--- src/source/spm_defines.svh ---
`ifndef SPM_DEFINES_SVH
`define SPM_DEFINES_SVH

// lanes and banks are paired one to one, and the bank select is two bits wide.
`define SPM_LANES 4

// row address width inside one bank, 256 words by default.
`define SPM_ROW_W 8

// width of one data word.
`define SPM_DATA_W 32

`endif

--- src/source/spm_pkg.sv ---
`include "spm_defines.svh"

package spm_pkg;

    typedef logic [1:0]             bank_sel_t;
    typedef logic [`SPM_ROW_W-1:0]  row_addr_t;
    typedef logic [`SPM_DATA_W-1:0] data_t;
    typedef logic [1:0]             lane_id_t;   // response tag.

    // one request as presented by a load/store lane.
    typedef struct packed {
        logic      valid;
        logic      write;
        bank_sel_t bank;
        row_addr_t row;
        data_t     wdata;
    } lane_req_t;

    // a granted request on its way into a bank, tagged with the issuing lane.
    typedef struct packed {
        logic      valid;
        logic      write;
        lane_id_t  lane;
        row_addr_t row;
        data_t     wdata;
    } bank_req_t;

    typedef struct packed {
        logic     valid;
        lane_id_t lane;
        data_t    rdata;
    } lane_rsp_t;

endpackage

--- src/source/lane_req_xbar.sv ---
`timescale 1ns/1ps
`include "spm_defines.svh"

module lane_req_xbar (
    input  spm_pkg::lane_req_t    lane_req [`SPM_LANES],
    output spm_pkg::bank_req_t    bank_req [`SPM_LANES],
    output logic [`SPM_LANES-1:0] lane_conflict
);

    // match[b][l] is set when lane l has a valid request for bank b.
    logic [`SPM_LANES-1:0] match [`SPM_LANES];
    logic [`SPM_LANES-1:0] grant [`SPM_LANES];
    logic [`SPM_LANES-1:0] lane_hit;

    always_comb begin
        for (int b = 0; b < `SPM_LANES; b++) begin
            for (int l = 0; l < `SPM_LANES; l++) begin
                match[b][l] = lane_req[l].valid &&
                              (lane_req[l].bank == spm_pkg::bank_sel_t'(b));
            end
        end
    end

    genvar gb;
    generate
        for (gb = 0; gb < `SPM_LANES; gb++) begin : g_bank
            spm_pkg::lane_id_t sel;

            // isolate the lowest set bit, so lane 0 beats lane 1 and so on.
            assign grant[gb] = match[gb] & (~match[gb] + 1'b1);

            always_comb begin
                sel = '0;
                for (int l = 0; l < `SPM_LANES; l++) begin
                    if (grant[gb][l]) begin
                        sel = spm_pkg::lane_id_t'(l);
                    end
                end
            end

            always_comb begin
                bank_req[gb] = '0;                   // idle bank sees all zeros.
                if (|grant[gb]) begin
                    bank_req[gb].valid = 1'b1;
                    bank_req[gb].write = lane_req[sel].write;
                    bank_req[gb].lane  = sel;
                    bank_req[gb].row   = lane_req[sel].row;
                    bank_req[gb].wdata = lane_req[sel].wdata;
                end
            end
        end
    endgenerate

    // a lane is served when any bank granted it.
    always_comb begin
        lane_hit = '0;
        for (int b = 0; b < `SPM_LANES; b++) begin
            lane_hit = lane_hit | grant[b];
        end
    end

    // a valid request that no bank granted lost to a lower lane.
    always_comb begin
        for (int l = 0; l < `SPM_LANES; l++) begin
            lane_conflict[l] = lane_req[l].valid && !lane_hit[l];
        end
    end

endmodule

--- config.mk ---
export PLATFORM = sky130hd
export DESIGN_NAME = lane_req_xbar
export DESIGN_NICKNAME = d
export VERILOG_FILES = /design/src/source/spm_pkg.sv /design/src/source/lane_req_xbar.sv
export VERILOG_INCLUDE_DIRS = /design/src /design/src/source
export SDC_FILE = /design/constraint.sdc
export NUM_CORES = 1
export LEC_CHECK = 0
export ABC_CLOCK_PERIOD_IN_PS = 2800
export BUFFER_PORTS_ARGS = -buffer_cell sky130_fd_sc_hd__buf_2
export CAP_MARGIN = 20
export CORE_AREA = 2 2 137 139
export DETAILED_ROUTE_END_ITERATION = 8
export DIE_AREA = 0 0 139 141
export PLACE_DENSITY = 0.66
export SLEW_MARGIN = 25
export SYNTH_ARGS = -nofsm -noshare
export SYNTH_HDL_FRONTEND = slang
export SYNTH_SLANG_ARGS = --single-unit
--- constraint.sdc ---
create_clock -name vclk -period 2.8
set_clock_uncertainty 0.15 [all_clocks]
set_input_delay 0.28 -clock vclk [all_inputs]
set_output_delay 0.28 -clock vclk [all_outputs]
set_load 0.03 [all_outputs]
# Word level (Yosys, flattened, before mapping)
# Index checks and enable logic that the tools add are counted.
# word_totals
register_bits,0
in_bits,176
output_inout_bits,180
# op_classes
add_sub_neg,4
order_cmp,4
eq_ne,12
muxes,28
bitwise_logic,15
n_reduce_logical,32
# ops
op,count
binary-select mux 44 bit (select 2 bit),4
two-way mux 43 bit,8
two-way mux 44 bit,4
logical AND 1 bit,20
adder 4 x 1 -> 4 bit (second input constant),4
bitwise AND 4 bit,4
equality test 2 bit (second input constant),8
two-way mux 2 bit,8
inverter 4 bit,4
OR reduction 4 bit,4
>= comparator 3 bit (second input constant),4
inverter 2 -> 3 bit,4
bitwise OR 4 bit,3
equality test 2 x 1 -> 1 bit (second input constant),4
logical NOT 2 bit,4
logical NOT 1 bit,4
two-way mux 1 bit,4

# Logic depth before layout (Yosys ltp)
# logic_depth
depth_word,13
mapped_depth,7
mapped_depth_nobuf,4

# Worst setup path after synthesis
# Ideal clock, no wire load.
# synth_path
path_kind,in2out
from,in lane_req[173] in the netlist's numbering
to,out bank_req[132] in the netlist's numbering
arrival_time_ns,1.817
path_slack_ns,0.553
path_stages,7
path_cell_list,buf_2 or3b_1 buf_2 nand4_2 buf_4 o22ai_1 a21oi_1
# synth_rtl
item,line,text
start: declaration,lane_req_xbar.sv:5,"input spm_pkg::lane_req_t lane_req [`SPM_LANES],"
end: declaration,lane_req_xbar.sv:6,"output spm_pkg::bank_req_t bank_req [`SPM_LANES],"

==> reports/summary.txt <==
Initial Util: 0.2708
HP Class: in -> out
global route overflow: 0
Floorplan Core Area: 18270 µm²
syn_area_per_cell: 6.229 µm²
die span in x: 139 µm
total nets after synthesis: 970
Worst path depth: 7
Mapped Area: 4946 µm²
hold-fix buffers at CTS: 0
fin nets: 1264
Sw Pwr: 1.344 mW
WL per Instance: 22.59 µm
largest net degree at the start of global routing: 43
Critical-path top delay cell: and3b_2
routed wire length: 29870 µm
Peak Freq: 0.3866 GHz
routed vias: 8672
row cnt: 50
slew margin rel.: 0.3360
total track usage: 0.2778
setup bufs post-CTS: 0
Max FO, Critical Path: 41
Die Y: 141 µm
Least-Margin Pin Slew: 994.9 ps
Final Critical Period: 2587 ps
power share of the combinational group: 1.000
initial DRC count: 905
drt first pass iters: 6
start point of the critical path: lane_req[84]
outcome: finished, final reports clean
io pins: 356
Switching Fraction: 0.6752
internal cell power: 0.6464 mW
synthesis-to-finish area growth: 40.55%
delay-heaviest family, CP: simple AND/OR/NAND/NOR gates
Worst EP required: 2370 ps
Port Buffers: 355
Worst EP arrival: 2160 ps
layout cells sized above 1: 0.3904
final antenna-violating net count: 0
endpoints failing setup: 0
sequential-to-total area share from yosys stat: 0
final max-slew violation count: 0
crit path to: bank_req[19]
global-route wire length before repair: 45150 µm
Leak: 3.070 nW
post-DP HPWL: 21320 µm
Hold Slack: 796.8 ps
GP Congestion: 0.9358
pwr dens: 286.3 nW/µm²
clock power share: 0
Crit. End Element: primary output
vias in the first global route: 8086
Tcrit/Tclk final: 0.9238
FF/Latch Area: 0 µm²
startpoint types: input pin
worst-path cell chain: buf_2, buf_4, and3_1, and3b_2, o21ai_0, o221a_1, buf_2
CP peak stage delay: 800 ps
sequential cell count: 0
Fin Setup TNS: 0 ps
Via density: 6.560
Distinct cells, synth: 34
initial antenna violation count: 2
die area: 19600 µm²
critical path class: in -> out
Max-Cap Viols: 0
DRC: 0
hold violation total from the final report: 0
YS warnings: 0
Critical path buffers and inverters: 3
RSZ-0062 raised after global routing: no
Sequential Power Share: 0
end-of-flow core utilization: 0.3805
CTS resizes: 0
Peak supply drop: 0.0001305 V
CLK BUF: 0
critical path's most frequent cell: buf_2
cell count after synthesis: 794
per-layer routing:
metal / track usage / up-vias / routed length (µm)
met5: 0 / - / 12
met4: 0.1116 / 2 / 1131
met3: 0.04518 / 123 / 3719
met2: 0.4636 / 794 / 13800
met1: 0.3579 / 3965 / 11210
li1: - / 3788 / -
worst min path at each step:
stage	from	cells past startpoint	to
after floorplan	lane_req[131]	2	lane_conflict[1]
after global placement	lane_req[85]	3	lane_conflict[2]
after detailed placement	lane_req[85]	3	lane_conflict[2]
after CTS	lane_req[85]	3	lane_conflict[2]
after global routing	lane_req[144]	4	bank_req[144]
final	lane_req[85]	3	lane_conflict[2]
cells in the mapped netlist, types with 5 or more instances:
master / count / share of area
o21ai_0: 165 / 0.17
nand2_1: 89 / 0.068
o22ai_1: 82 / 0.10
o221a_1: 79 / 0.18
clkbuf_1: 64 / 0.049
nor2_1: 49 / 0.037
a21oi_1: 46 / 0.047
o211ai_1: 42 / 0.064
a2bb2oi_1: 41 / 0.073
o2bb2ai_1: 41 / 0.073
buf_2: 24 / 0.024
nand3_1: 12 / 0.012
buf_6: 10 / 0.023
and3b_1: 7 / 0.012
buf_4: 7 / 0.011
nand3b_1: 5 / 0.0076
area by class of cell:
type	count	area, µm²
fillers	2015	11320
diodes	2	5.005
well taps	234	292.8
repair buffers	400	2190
multi-input cells	686	4464
per-stage QoR:
stage	area (µm²)	setup slack, ps	power, mW	instances
3_5_place_dp	6947	247.3	1.954	1320
5_1_grt	6949	110.5	2.093	1321
6_report	6952	213.4	1.990	1322
3_3_place_gp	6947	289.6	1.941	1320
2_1_floorplan	4946	553.4	1.250	794
4_1_cts	6947	239.1	1.959	1320
power by group through the flow:
stage          registers (mW)  clock network [mW]  logic, mW
6_report                    0        0.0000000955       1.99
5_1_grt                     0        0.0000000477       2.09
4_1_cts                     0                   0       1.96
3_5_place_dp                0                   0       1.95
3_3_place_gp                0                   0       1.94
2_1_floorplan               0                   0       1.25
cell usage in the layout (no fill, tap or decap), types with 2 or more instances in the layout:
cell	netlist	routed
or2_2	0	2
nand3_2	1	6
nand3b_1	5	5
buf_4	7	39
o221a_1	79	79
a21oi_1	46	46
buf_12	0	6
o2bb2ai_1	41	41
o21ai_0	165	165
nor3b_1	2	2
nor2_1	49	48
and3b_1	7	5
xor2_1	2	2
nor3_1	2	2
o221a_2	3	3
o211ai_1	42	42
diode_2	0	2
a2bb2oi_1	41	41
and3b_2	0	2
or3b_2	1	4
o22ai_1	82	82
nand2_1	89	89
nor3b_4	0	2
buf_2	24	355
nand3_1	12	7
cells by family after synthesis:
kind of cell | after synthesis | synth area share
XOR/XNOR | 2 | 0.003542
other | 1 | 0.0007582
AND/OR/NAND/NOR | 184 | 0.1743
AO/OA/AOI/OAI | 499 | 0.7129
buffers and inverters | 108 | 0.1085
(Power assumes the default switching activity.)
