**src/source/spm_defines.svh**
```systemverilog
`ifndef SPM_DEFINES_SVH
`define SPM_DEFINES_SVH

// lanes and banks are paired one to one, and the bank select is two bits wide.
`define SPM_LANES 4

// row address width inside one bank, 256 words by default.
`define SPM_ROW_W 8

// width of one data word.
`define SPM_DATA_W 32

`endif

```
**src/source/spm_pkg.sv**
```systemverilog
`include "spm_defines.svh"

package spm_pkg;

    typedef logic [1:0]             bank_sel_t;
    typedef logic [`SPM_ROW_W-1:0]  row_addr_t;
    typedef logic [`SPM_DATA_W-1:0] data_t;
    typedef logic [1:0]             lane_id_t;   // response tag.

    // one request as presented by a load/store lane.
    typedef struct packed {
        logic      valid;
        logic      write;
        bank_sel_t bank;
        row_addr_t row;
        data_t     wdata;
    } lane_req_t;

    // a granted request on its way into a bank, tagged with the issuing lane.
    typedef struct packed {
        logic      valid;
        logic      write;
        lane_id_t  lane;
        row_addr_t row;
        data_t     wdata;
    } bank_req_t;

    typedef struct packed {
        logic     valid;
        lane_id_t lane;
        data_t    rdata;
    } lane_rsp_t;

endpackage

```
**src/source/lane_rsp_xbar.sv**
```systemverilog
`timescale 1ns/1ps
`include "spm_defines.svh"

module lane_rsp_xbar (
    input  spm_pkg::lane_rsp_t bank_rsp [`SPM_LANES],
    output spm_pkg::lane_rsp_t lane_rsp [`SPM_LANES]
);

    // hit[l][b] is set when bank b holds a response tagged for lane l.
    logic [`SPM_LANES-1:0] hit [`SPM_LANES];

    always_comb begin
        for (int l = 0; l < `SPM_LANES; l++) begin
            for (int b = 0; b < `SPM_LANES; b++) begin
                hit[l][b] = bank_rsp[b].valid &&
                            (bank_rsp[b].lane == spm_pkg::lane_id_t'(l));
            end
        end
    end

    genvar gl;
    generate
        for (gl = 0; gl < `SPM_LANES; gl++) begin : g_lane
            spm_pkg::data_t rdata;

            // at most one bank can answer a lane, so an OR of the masked data is enough.
            always_comb begin
                rdata = '0;
                for (int b = 0; b < `SPM_LANES; b++) begin
                    if (hit[gl][b]) begin
                        rdata = rdata | bank_rsp[b].rdata;
                    end
                end
            end

            assign lane_rsp[gl].valid = |hit[gl];
            assign lane_rsp[gl].lane  = '0;   // the port already names the lane.
            assign lane_rsp[gl].rdata = rdata;
        end
    endgenerate

endmodule

```
**config.mk**
```make
export PLATFORM = sky130hd
export DESIGN_NAME = lane_rsp_xbar
export DESIGN_NICKNAME = d
export VERILOG_FILES = /design/src/source/spm_pkg.sv /design/src/source/lane_rsp_xbar.sv
export VERILOG_INCLUDE_DIRS = /design/src /design/src/source
export SDC_FILE = /design/constraint.sdc
export NUM_CORES = 1
export LEC_CHECK = 0
export BUFFER_PORTS_ARGS = -buffer_cell sky130_fd_sc_hd__buf_2
export CORE_AREA = 2 2 108 110
export DETAILED_ROUTE_END_ITERATION = 10
export DIE_AREA = 0 0 110 112
export GPL_ROUTABILITY_DRIVEN = 0
export SETUP_SLACK_MARGIN = 0.4
export SLEW_MARGIN = 20
export SYNTH_ARGS = -nofsm -noshare
export SYNTH_HDL_FRONTEND = slang
export SYNTH_SLANG_ARGS = --single-unit
```
**constraint.sdc**
```tcl
create_clock -name vclk -period 1.2
set_clock_uncertainty 0.1 [all_clocks]
set_input_delay 0.06 -clock vclk [all_inputs]
set_output_delay 0.06 -clock vclk [all_outputs]
set_load 0.01 [all_outputs]
```
* Yosys cells after proc, flatten, opt, wreduce, memory -nomap -nowiden
Cells that the tools add are included.
Storage, ports and cells: bits in registers 0, input bits 140
Cells by class: equality and inequality tests 12, multiplexer cells 16, bitwise operators 12, reductions and logical operators 24
Operators by type and width (number):
- $mux 32 | 16
- $or 32x32->32 | 12
- $eq 2x2->1 const B | 8
- $logic_and 1x1->1 | 16
- $reduce_or 4->1 | 4
- $eq 2x1->1 const B | 4
- $logic_not 2->1 | 4

* Logic depth before layout (Yosys ltp)
Gate-level depths: netlist (run 1).
depth after elaboration 9, gate-level depth with buffers 6, mapped depth without buffers 3

* Worst setup path after synthesis (run 1)
Ideal clock, no wire load.
path kind in2out, start in bank_rsp[102] in the netlist's numbering, end out lane_rsp[106] in the netlist's numbering, data arrival time 0.938 ns, required time 1.040 ns, setup slack 0.102 ns, stages 6, path through buf_6 -> or2_1 -> buf_6 -> buf_6 -> o22ai_1 -> a221o_1
RTL lines:
- start: declaration | line lane_rsp_xbar.sv:5 | input spm_pkg::lane_rsp_t bank_rsp [`SPM_LANES],
- end: declaration | line lane_rsp_xbar.sv:6 | output spm_pkg::lane_rsp_t lane_rsp [`SPM_LANES]

==> results of run 1 <==
[cell families after synthesis]
family                 count (synthesis)  synth area share
and+or+nand+nor                       95            0.1424
buffers and inverters                 71            0.1566
other                                  1          0.001248
AOI/OAI and AO/OA                    259            0.6997
[power groups by stage]
stage               combinational (mW)  clock [mW]  sequential, mW
global placement                  2.21           0               0
detailed placement                2.24           0               0
finish                            2.85           0               0
floorplan                         1.32           0               0
global route                      2.95           0               0
CTS                               2.72           0               0
[cell usage in the layout (no fill, tap or decap), types with 2 or more instances in the layout]
master | Yosys | routed
nand2_2 | 0 | 51
buf_8 | 0 | 4
or2b_4 | 2 | 5
clkbuf_16 | 0 | 6
buf_2 | 31 | 255
buf_12 | 0 | 28
nor3b_4 | 0 | 2
conb_1 | 1 | 8
buf_6 | 17 | 22
nor2_4 | 0 | 4
nand2_4 | 0 | 13
or3_4 | 0 | 2
o22ai_1 | 130 | 105
nand2b_1 | 4 | 2
buf_16 | 0 | 10
a221o_1 | 128 | 128
o22ai_2 | 0 | 23
and3_4 | 0 | 3
buf_4 | 10 | 23
o22ai_4 | 0 | 2
nor2_1 | 5 | 2
nand2b_4 | 0 | 2
nand2_1 | 72 | 8
[worst paths after layout]
kind                           from      endpoint  slack, ns
worst max-delay path  bank_rsp[139]  lane_rsp[69]      -0.16
worst min-delay path  bank_rsp[112]  lane_rsp[42]       0.38
[cell type report]
cell class	count	area, um2	area share
inverters	1	3.754	0.0006197
multi-input cells	368	3099	0.5117
well taps	143	178.9	0.02954
repair buffers	349	2775	0.4582
[layer usage]
layer / share of wire / vias up
li1: - / 2480
met1: 0.37 / 2797
met2: 0.46 / 603
met3: 0.12 / 116
met4: 0.047 / 0
met5: 0 / -
[repair_timing]
item,in CTS,in global routing
setup buffers,19,0
pin swaps,34,13
cloned,21,4
setup endpoints to repair,132,132
gates resized for setup,111,10
[stage by stage]
stage / total power, mW / cell area (um2) / setup WS (ns) / hold slack (ns)
after floorplan: 1.322 / 3437 / 0.1184 / 0.1803
after global placement: 2.207 / 4803 / -0.2927 / 0.3730
after detailed placement: 2.244 / 4803 / -0.3246 / 0.3782
after CTS: 2.719 / 5921 / -0.1783 / 0.3781
after global routing: 2.950 / 6057 / -0.2047 / 0.3939
final: 2.845 / 6057 / -0.1612 / 0.3791
==> results.md, run 1 <==
- The largest total area in the synthesized netlist belongs to a221o_1.
- In the final layout, the share of cells above drive strength 1 is 0.6407.
- The total count of max-transition violations in the final report is 0.
- Using the TritonRoute via totals, the vias-per-cell ratio works out to 6.964.
- The worst setup path is launched from an input pin.
- The sequential cell fraction of total power is 0.
- The checks that failed: setup timing.
- The run finished, with violations left.
- The placed cell count is 817.
- Of the total power, the share spent switching nets is 0.5278.
- The total number of vias is 5996.
- The first-pass GRT wire length is 32360 um.
- The top achievable clock speed is 734.7 MHz.
- The total negative slack is -12.63 ns.
- Setup violations remaining at the end of the flow were counted as 132.
- Across the VDD grid, the largest voltage drop is roughly 0.23 mV.
- The critical path capture point type is an output port.
- The average cell area after synthesis is between 7 and 8 um2.
- The post-route worst setup slack is -0.1612 ns.
- The count of filler cells inserted in the layout is 1017.
- The DRC violations left is 0.
- During I/O placement, the number of pins put on the boundary was 280.
- The core region is approximately 11000 um2.
- For this design, the CTS-stage hold fixing added 0 buffers.
- The worst hold path cell count is 3.
- For this design, the slowest cell found on the critical path is or3_4.
- Global routing finished with a remaining overflow of 0.
- For this run, the post-layout net count is 860.
- The total wirelength of the detailed-routed design is 23450 um.
- The number of maximum-capacitance violations is 0.
- For met1 alone, demand over resource in global routing was 0.4215.
- The first-iteration detailed-routing DRC count is between 800 and 900.
- The synthesized netlist occupies a cell area of 3004 um2.
- The most frequent cell after synthesis is o22ai_1.
- After legalization and detailed placement, the total HPWL measured around 13000 um.
- For this design the total switching power over the nets is 1.502 mW.
- For this run, the number of Yosys warnings is 0.
- The via count of the first global-routing pass is around 5800.
- The share of synthesized area in the top cell type comes to 0.4265.
- The footprint of the flip-flops and latches is 0 um2.
- The antenna violation net count after detailed routing is 0.
- The pin count of the biggest net entering global routing is 34.
- The global-route total usage across every layer is 0.3427.
- The stage delay of the slowest cell on the critical path is 0.32 ns.
- The critical path buffer and inverter count is 4.
- The total number of sequential cells is 0.
- The floorplan step defined a die boundary enclosing ~12000 um2.
- The worst setup path is of the in -> out kind.
- Measured against its own limit, the worst slew margin works out to 0.6613.
- For this run, the share of the core covered by cells in the final layout is 0.5420.
- Walking the worst path, the cells encountered are buf_8, buf_6, and3b_2, buf_12, or3_4, buf_2.
- The die is approximately 110 um wide.
- After layout, the clock buffer instance count stands at 0.
- The count of buffers added on input and output ports is ~270.
- The global routing stage identified its most utilized layer as met2.
- The die is between 100 and 150 um tall.
- The number of antenna cells inserted is 0.
- In this run the core area contains 39 standard-cell rows.
- The post-route non-filler standard cell count is 861.
- For this design the ratio of total power to cell area is 469.8 nW/um2.
- The layout-stage area growth over the synthesis result is 101.6%.
- The clock power share is 0.
- In this design, the largest share of critical-path delay is due to simple AND/OR/NAND/NOR gates.
- The number of antenna violations at the first check in global routing is 0.
- In the synthesized netlist, the number of instances is 426.
- The global routing met2 resource utilization is 0.5759.
- In this run the number of cells on the critical path is 6.
- The detail-routed net length per standard cell is ~27 um.
- The required time of the worst setup path is 1.04 ns.
- In this run the static leakage power is 2.862 nW.
- The total iterations of the first detailed-routing run is 8.
- The power share of the combinational group is 1.000.
- In the post-synthesis netlist, the biggest area contributors are a221o_1 (43%), o22ai_1 (27%), nand2_1 (9.0%), buf_6 (6.4%), buf_2 (5.2%).
- The hold violation count in the final report is 0.
- At the pin with the least slew margin, the transition time is 0.5081 ns.
- Setup repair after global routing could not meet its margin everywhere.
- The synthesized netlist contains 21 unique library cells.
- Of the available clock period, the critical path in the final layout requires 1.134.
- The commonest cells after synthesis are o22ai_1 (130), a221o_1 (128), nand2_1 (72), buf_2 (31), buf_6 (17).
- The post-route minimum period is 1.361 ns.
- Along the worst path, the maximum fanout reaches 17.
- The worst hold path class is in -> out.
- The critical path data arrival time is 1.20 ns.
- The total internal power is 1.344 mW.
- The met3 track demand over resource in global routing is 0.05796.
- The starting density of the core is 0.2688.
- Of the synthesized area, sequential elements account for 0.
Note: power is estimated with default switching activity, not from simulation.
==> run 2, diff against run 1 <==
clock period = 1.5 ns   (was 1.2 ns; I/O delays follow)
==> run 2 against run 1 <==
Effect of this change:
- the flow now finishes without violations
- routed wire length rose by 1.9%
- combinational power decreased by 18%
- setup slack improved by 0.29 ns
- clock-buffer cell count unchanged
- global-route usage shrank 3.8 points
- power decreased by 17%
- flip-flop and latch count is the same
- critical path depth stayed put
- sequential share of layout area did not move
- critical path type unchanged
- largest cell class unchanged
- highest routed layer unchanged
==> results.md, run 2 (synthesis results as in run 1) <==
- The post-route worst setup slack is 0.1321 ns (+0.2933 ns).
- Setup repair after global routing could not meet its margin everywhere.
- The share of the core filled with cells in the final layout came to 0.5650 (+0.02295).
- The pin count of the biggest net entering global routing is 34 (unchanged).
- The post-route standard cell area excluding fillers was 6314 um2 (+4.2%).
- The final layout net count was 849 (-1.3%).
- The global routing met2 resource utilization was 0.5211 (-0.05481).
- The residual overflow from global routing came to 0 (unchanged).
- The critical path capture point type is an output port.
- The clock power share is 0 (unchanged).
- The post-route non-filler standard cell count is 850 (-1.3%).
- Leaving out fill and tap cells, the most frequent cell in the layout is buf_2.
- The number of antenna violations at the first check in global routing came to 0 (unchanged).
- The overall die height is 112 um (unchanged).
- The count of filler cells inserted in the layout came to 1000 (-1.7%).
- The clock tree buffer count of the final layout came to 0 (unchanged).
- The number of antenna cells inserted was 0 (unchanged).
- The via count of the first global-routing pass is 5578 (-3.8%).
- The total count of max-transition violations in the final report was 0 (unchanged).
- The portion of the clock cycle consumed by the worst path in the final layout is 0.9119.
- The standby leakage power is 2.881 nW (+0.66%).
- The sequential cell fraction of total power came to 0 (unchanged).
- The site row count was 39 (unchanged).
- The minimum setup slack after placement was 0.1119 ns (+0.4365 ns).
- The number of hold-repair buffers added at the cts stage was 0 (unchanged).
- The critical path starts at bank_rsp[32].
- The footprint of the flip-flops and latches came to 0 um2 (unchanged).
- The placed cell count is 809 (-0.98%).
- The total internal power is 1.105 mW (-18%).
- The total power consumption of the routed design is 2.348 mW (-17%).
- For this run, the top clock speed supported by timing is 731.1 MHz.
- The half-perimeter wire length of the detailed placement result came to 12390 um (-3.4%).
- The peak fanout along the critical path is 8 (-9).
- The top cell types in the final layout, fill and taps aside, are buf_2 (258), a221o_1 (128), o22ai_1 (66).
- The startpoint identified for the worst hold timing path is bank_rsp[47].
- The met3 track demand over resource in global routing is 0.05328 (-0.004684).
- The final count of negative-setup-slack endpoints came to 0 (-100%).
- The net switching power figure is 1.243 mW (-17%).
- The starting density of the core is 0.2688 (unchanged).
- The antenna violation net count after detailed routing is 0 (unchanged).
- The required time of the worst setup path is 1.32 ns (+0.28 ns).
- The layout-stage area growth over the synthesis result is 110.2%.
- The switching fraction of total power is 0.5294 (+0.001593).
- STA classifies the critical path startpoint as an input pin.
- The total iterations of the first detailed-routing run is 6 (-2).
- The first-iteration detailed-routing DRC count is 1069 (+28%).
- The path class of the tightest hold or removal check is in -> out.
- The area of the die is 12320 um2 (unchanged).
- The width of the die is 110 um (unchanged).
- The total wirelength of the detailed-routed design is 23900 um (+1.9%).
- The detail-routed net length per standard cell came to 28.12 um (+3.2%).
- The standard cell core area is 11170 um2 (unchanged).
- The multi-input gate area in the final layout is 3237 um2 (+4.4%).
- The count of boundary I/O pins is 280 (unchanged).
- The hold violation count in the final report is 0 (unchanged).
- The total number of vias is 6060 (+1.1%).
- The first-pass GRT wire length is 29720 um (-8.2%).
- The power per standard cell area is 371.8 nW/um2 (-21%).
- The placed instance area is 4544 um2 (-5.4%).
- The detailed-route vias per instance came to 7.129 (+2.4%).
- The critical path data arrival time came to 1.19 ns (about the same).
- The DRC violations left was 0 (unchanged).
- The worst-case vdd ir drop came to 0.1715 mV (-26%).
- The port buffer count is 272 (unchanged).
- The met1 demand-to-capacity share in global routing is 0.3719 (-0.04961).
- The total number of sequential cells came to 0 (unchanged).
- The worst hold slack is 0.4128 ns (+0.03360 ns).
- The share of post-route cells with drive strength above 1 was 0.6591 (+0.01845).
- The total negative slack is 0 ns (+12.63 ns).
- The number of maximum-capacitance violations is 0 (unchanged).
- The critical path is of the in -> out type.
- The worst path in the final design needs a cycle of 1.368 ns, including I/O delays and setup.
- The flow ran to the end, and the final reports show no timing, DRC or antenna violations.
- The power share of the combinational group is 1.000 (about the same).
- The global-route total usage across every layer was 0.3046 (-0.03813).
- The peak-usage layer in the global routing report is met2.
[run 2: cell types whose count changed in the layout (fill, tap and decap cells not counted), moves of 9 or more]
| cell | delta |
|---|---|
| nand2_1 | +23 |
| clkbuf_16 | +10 |
| nand2_2 | -15 |
| nand2_4 | -9 |
| buf_6 | -9 |
| buf_4 | -14 |
| o22ai_1 | -39 |
| o22ai_2 | +32 |
[run 2: worst max-delay path: stages]
cell and delay [ns]:
buf_12 0.11, or2b_4 0.29, clkbuf_16 0.20, o22ai_1 0.08, a221o_1 0.28, buf_2 0.15
[run 2: worst paths after layout]
| path | to | slack (ns) | depth (start not counted) |
|---|---|---|---|
| max | lane_rsp[83] | 0.13 | 6 |
| min | lane_rsp[82] | 0.41 | 3 |
[run 2: power groups by stage]
stage          sequential, mW  clock (mW)  combinational, mW
4_1_cts                     0           0               1.98
2_1_floorplan               0           0              0.958
5_1_grt                     0           0               2.43
6_report                    0           0               2.35
3_5_place_dp                0           0               1.72
3_3_place_gp                0           0               1.69
[run 2: timing repair]
item / in CTS / in global routing
pin swaps: 48 / 46
gates cloned: 11 / 18
resized for setup: 119 / 102
setup endpoints to repair: 132 / 132
hold endpoints to repair: 0 / 0
setup buffers: 2 / 10
[run 2: cell type report]
cell class,instances,area share
repair buffers,344,0.4584
inverters,1,0.0005945
well taps,143,0.02834
multi-input cells,362,0.5127
[run 2: per-layer routing]
metal | vias to the layer above | part of all wire | wire [um]
met5 | - | 0 | 0
met4 | 0 | 0.042 | 1002
met3 | 149 | 0.13 | 3098
met2 | 646 | 0.47 | 11140
met1 | 2814 | 0.36 | 8659
li1 | 2451 | - | -
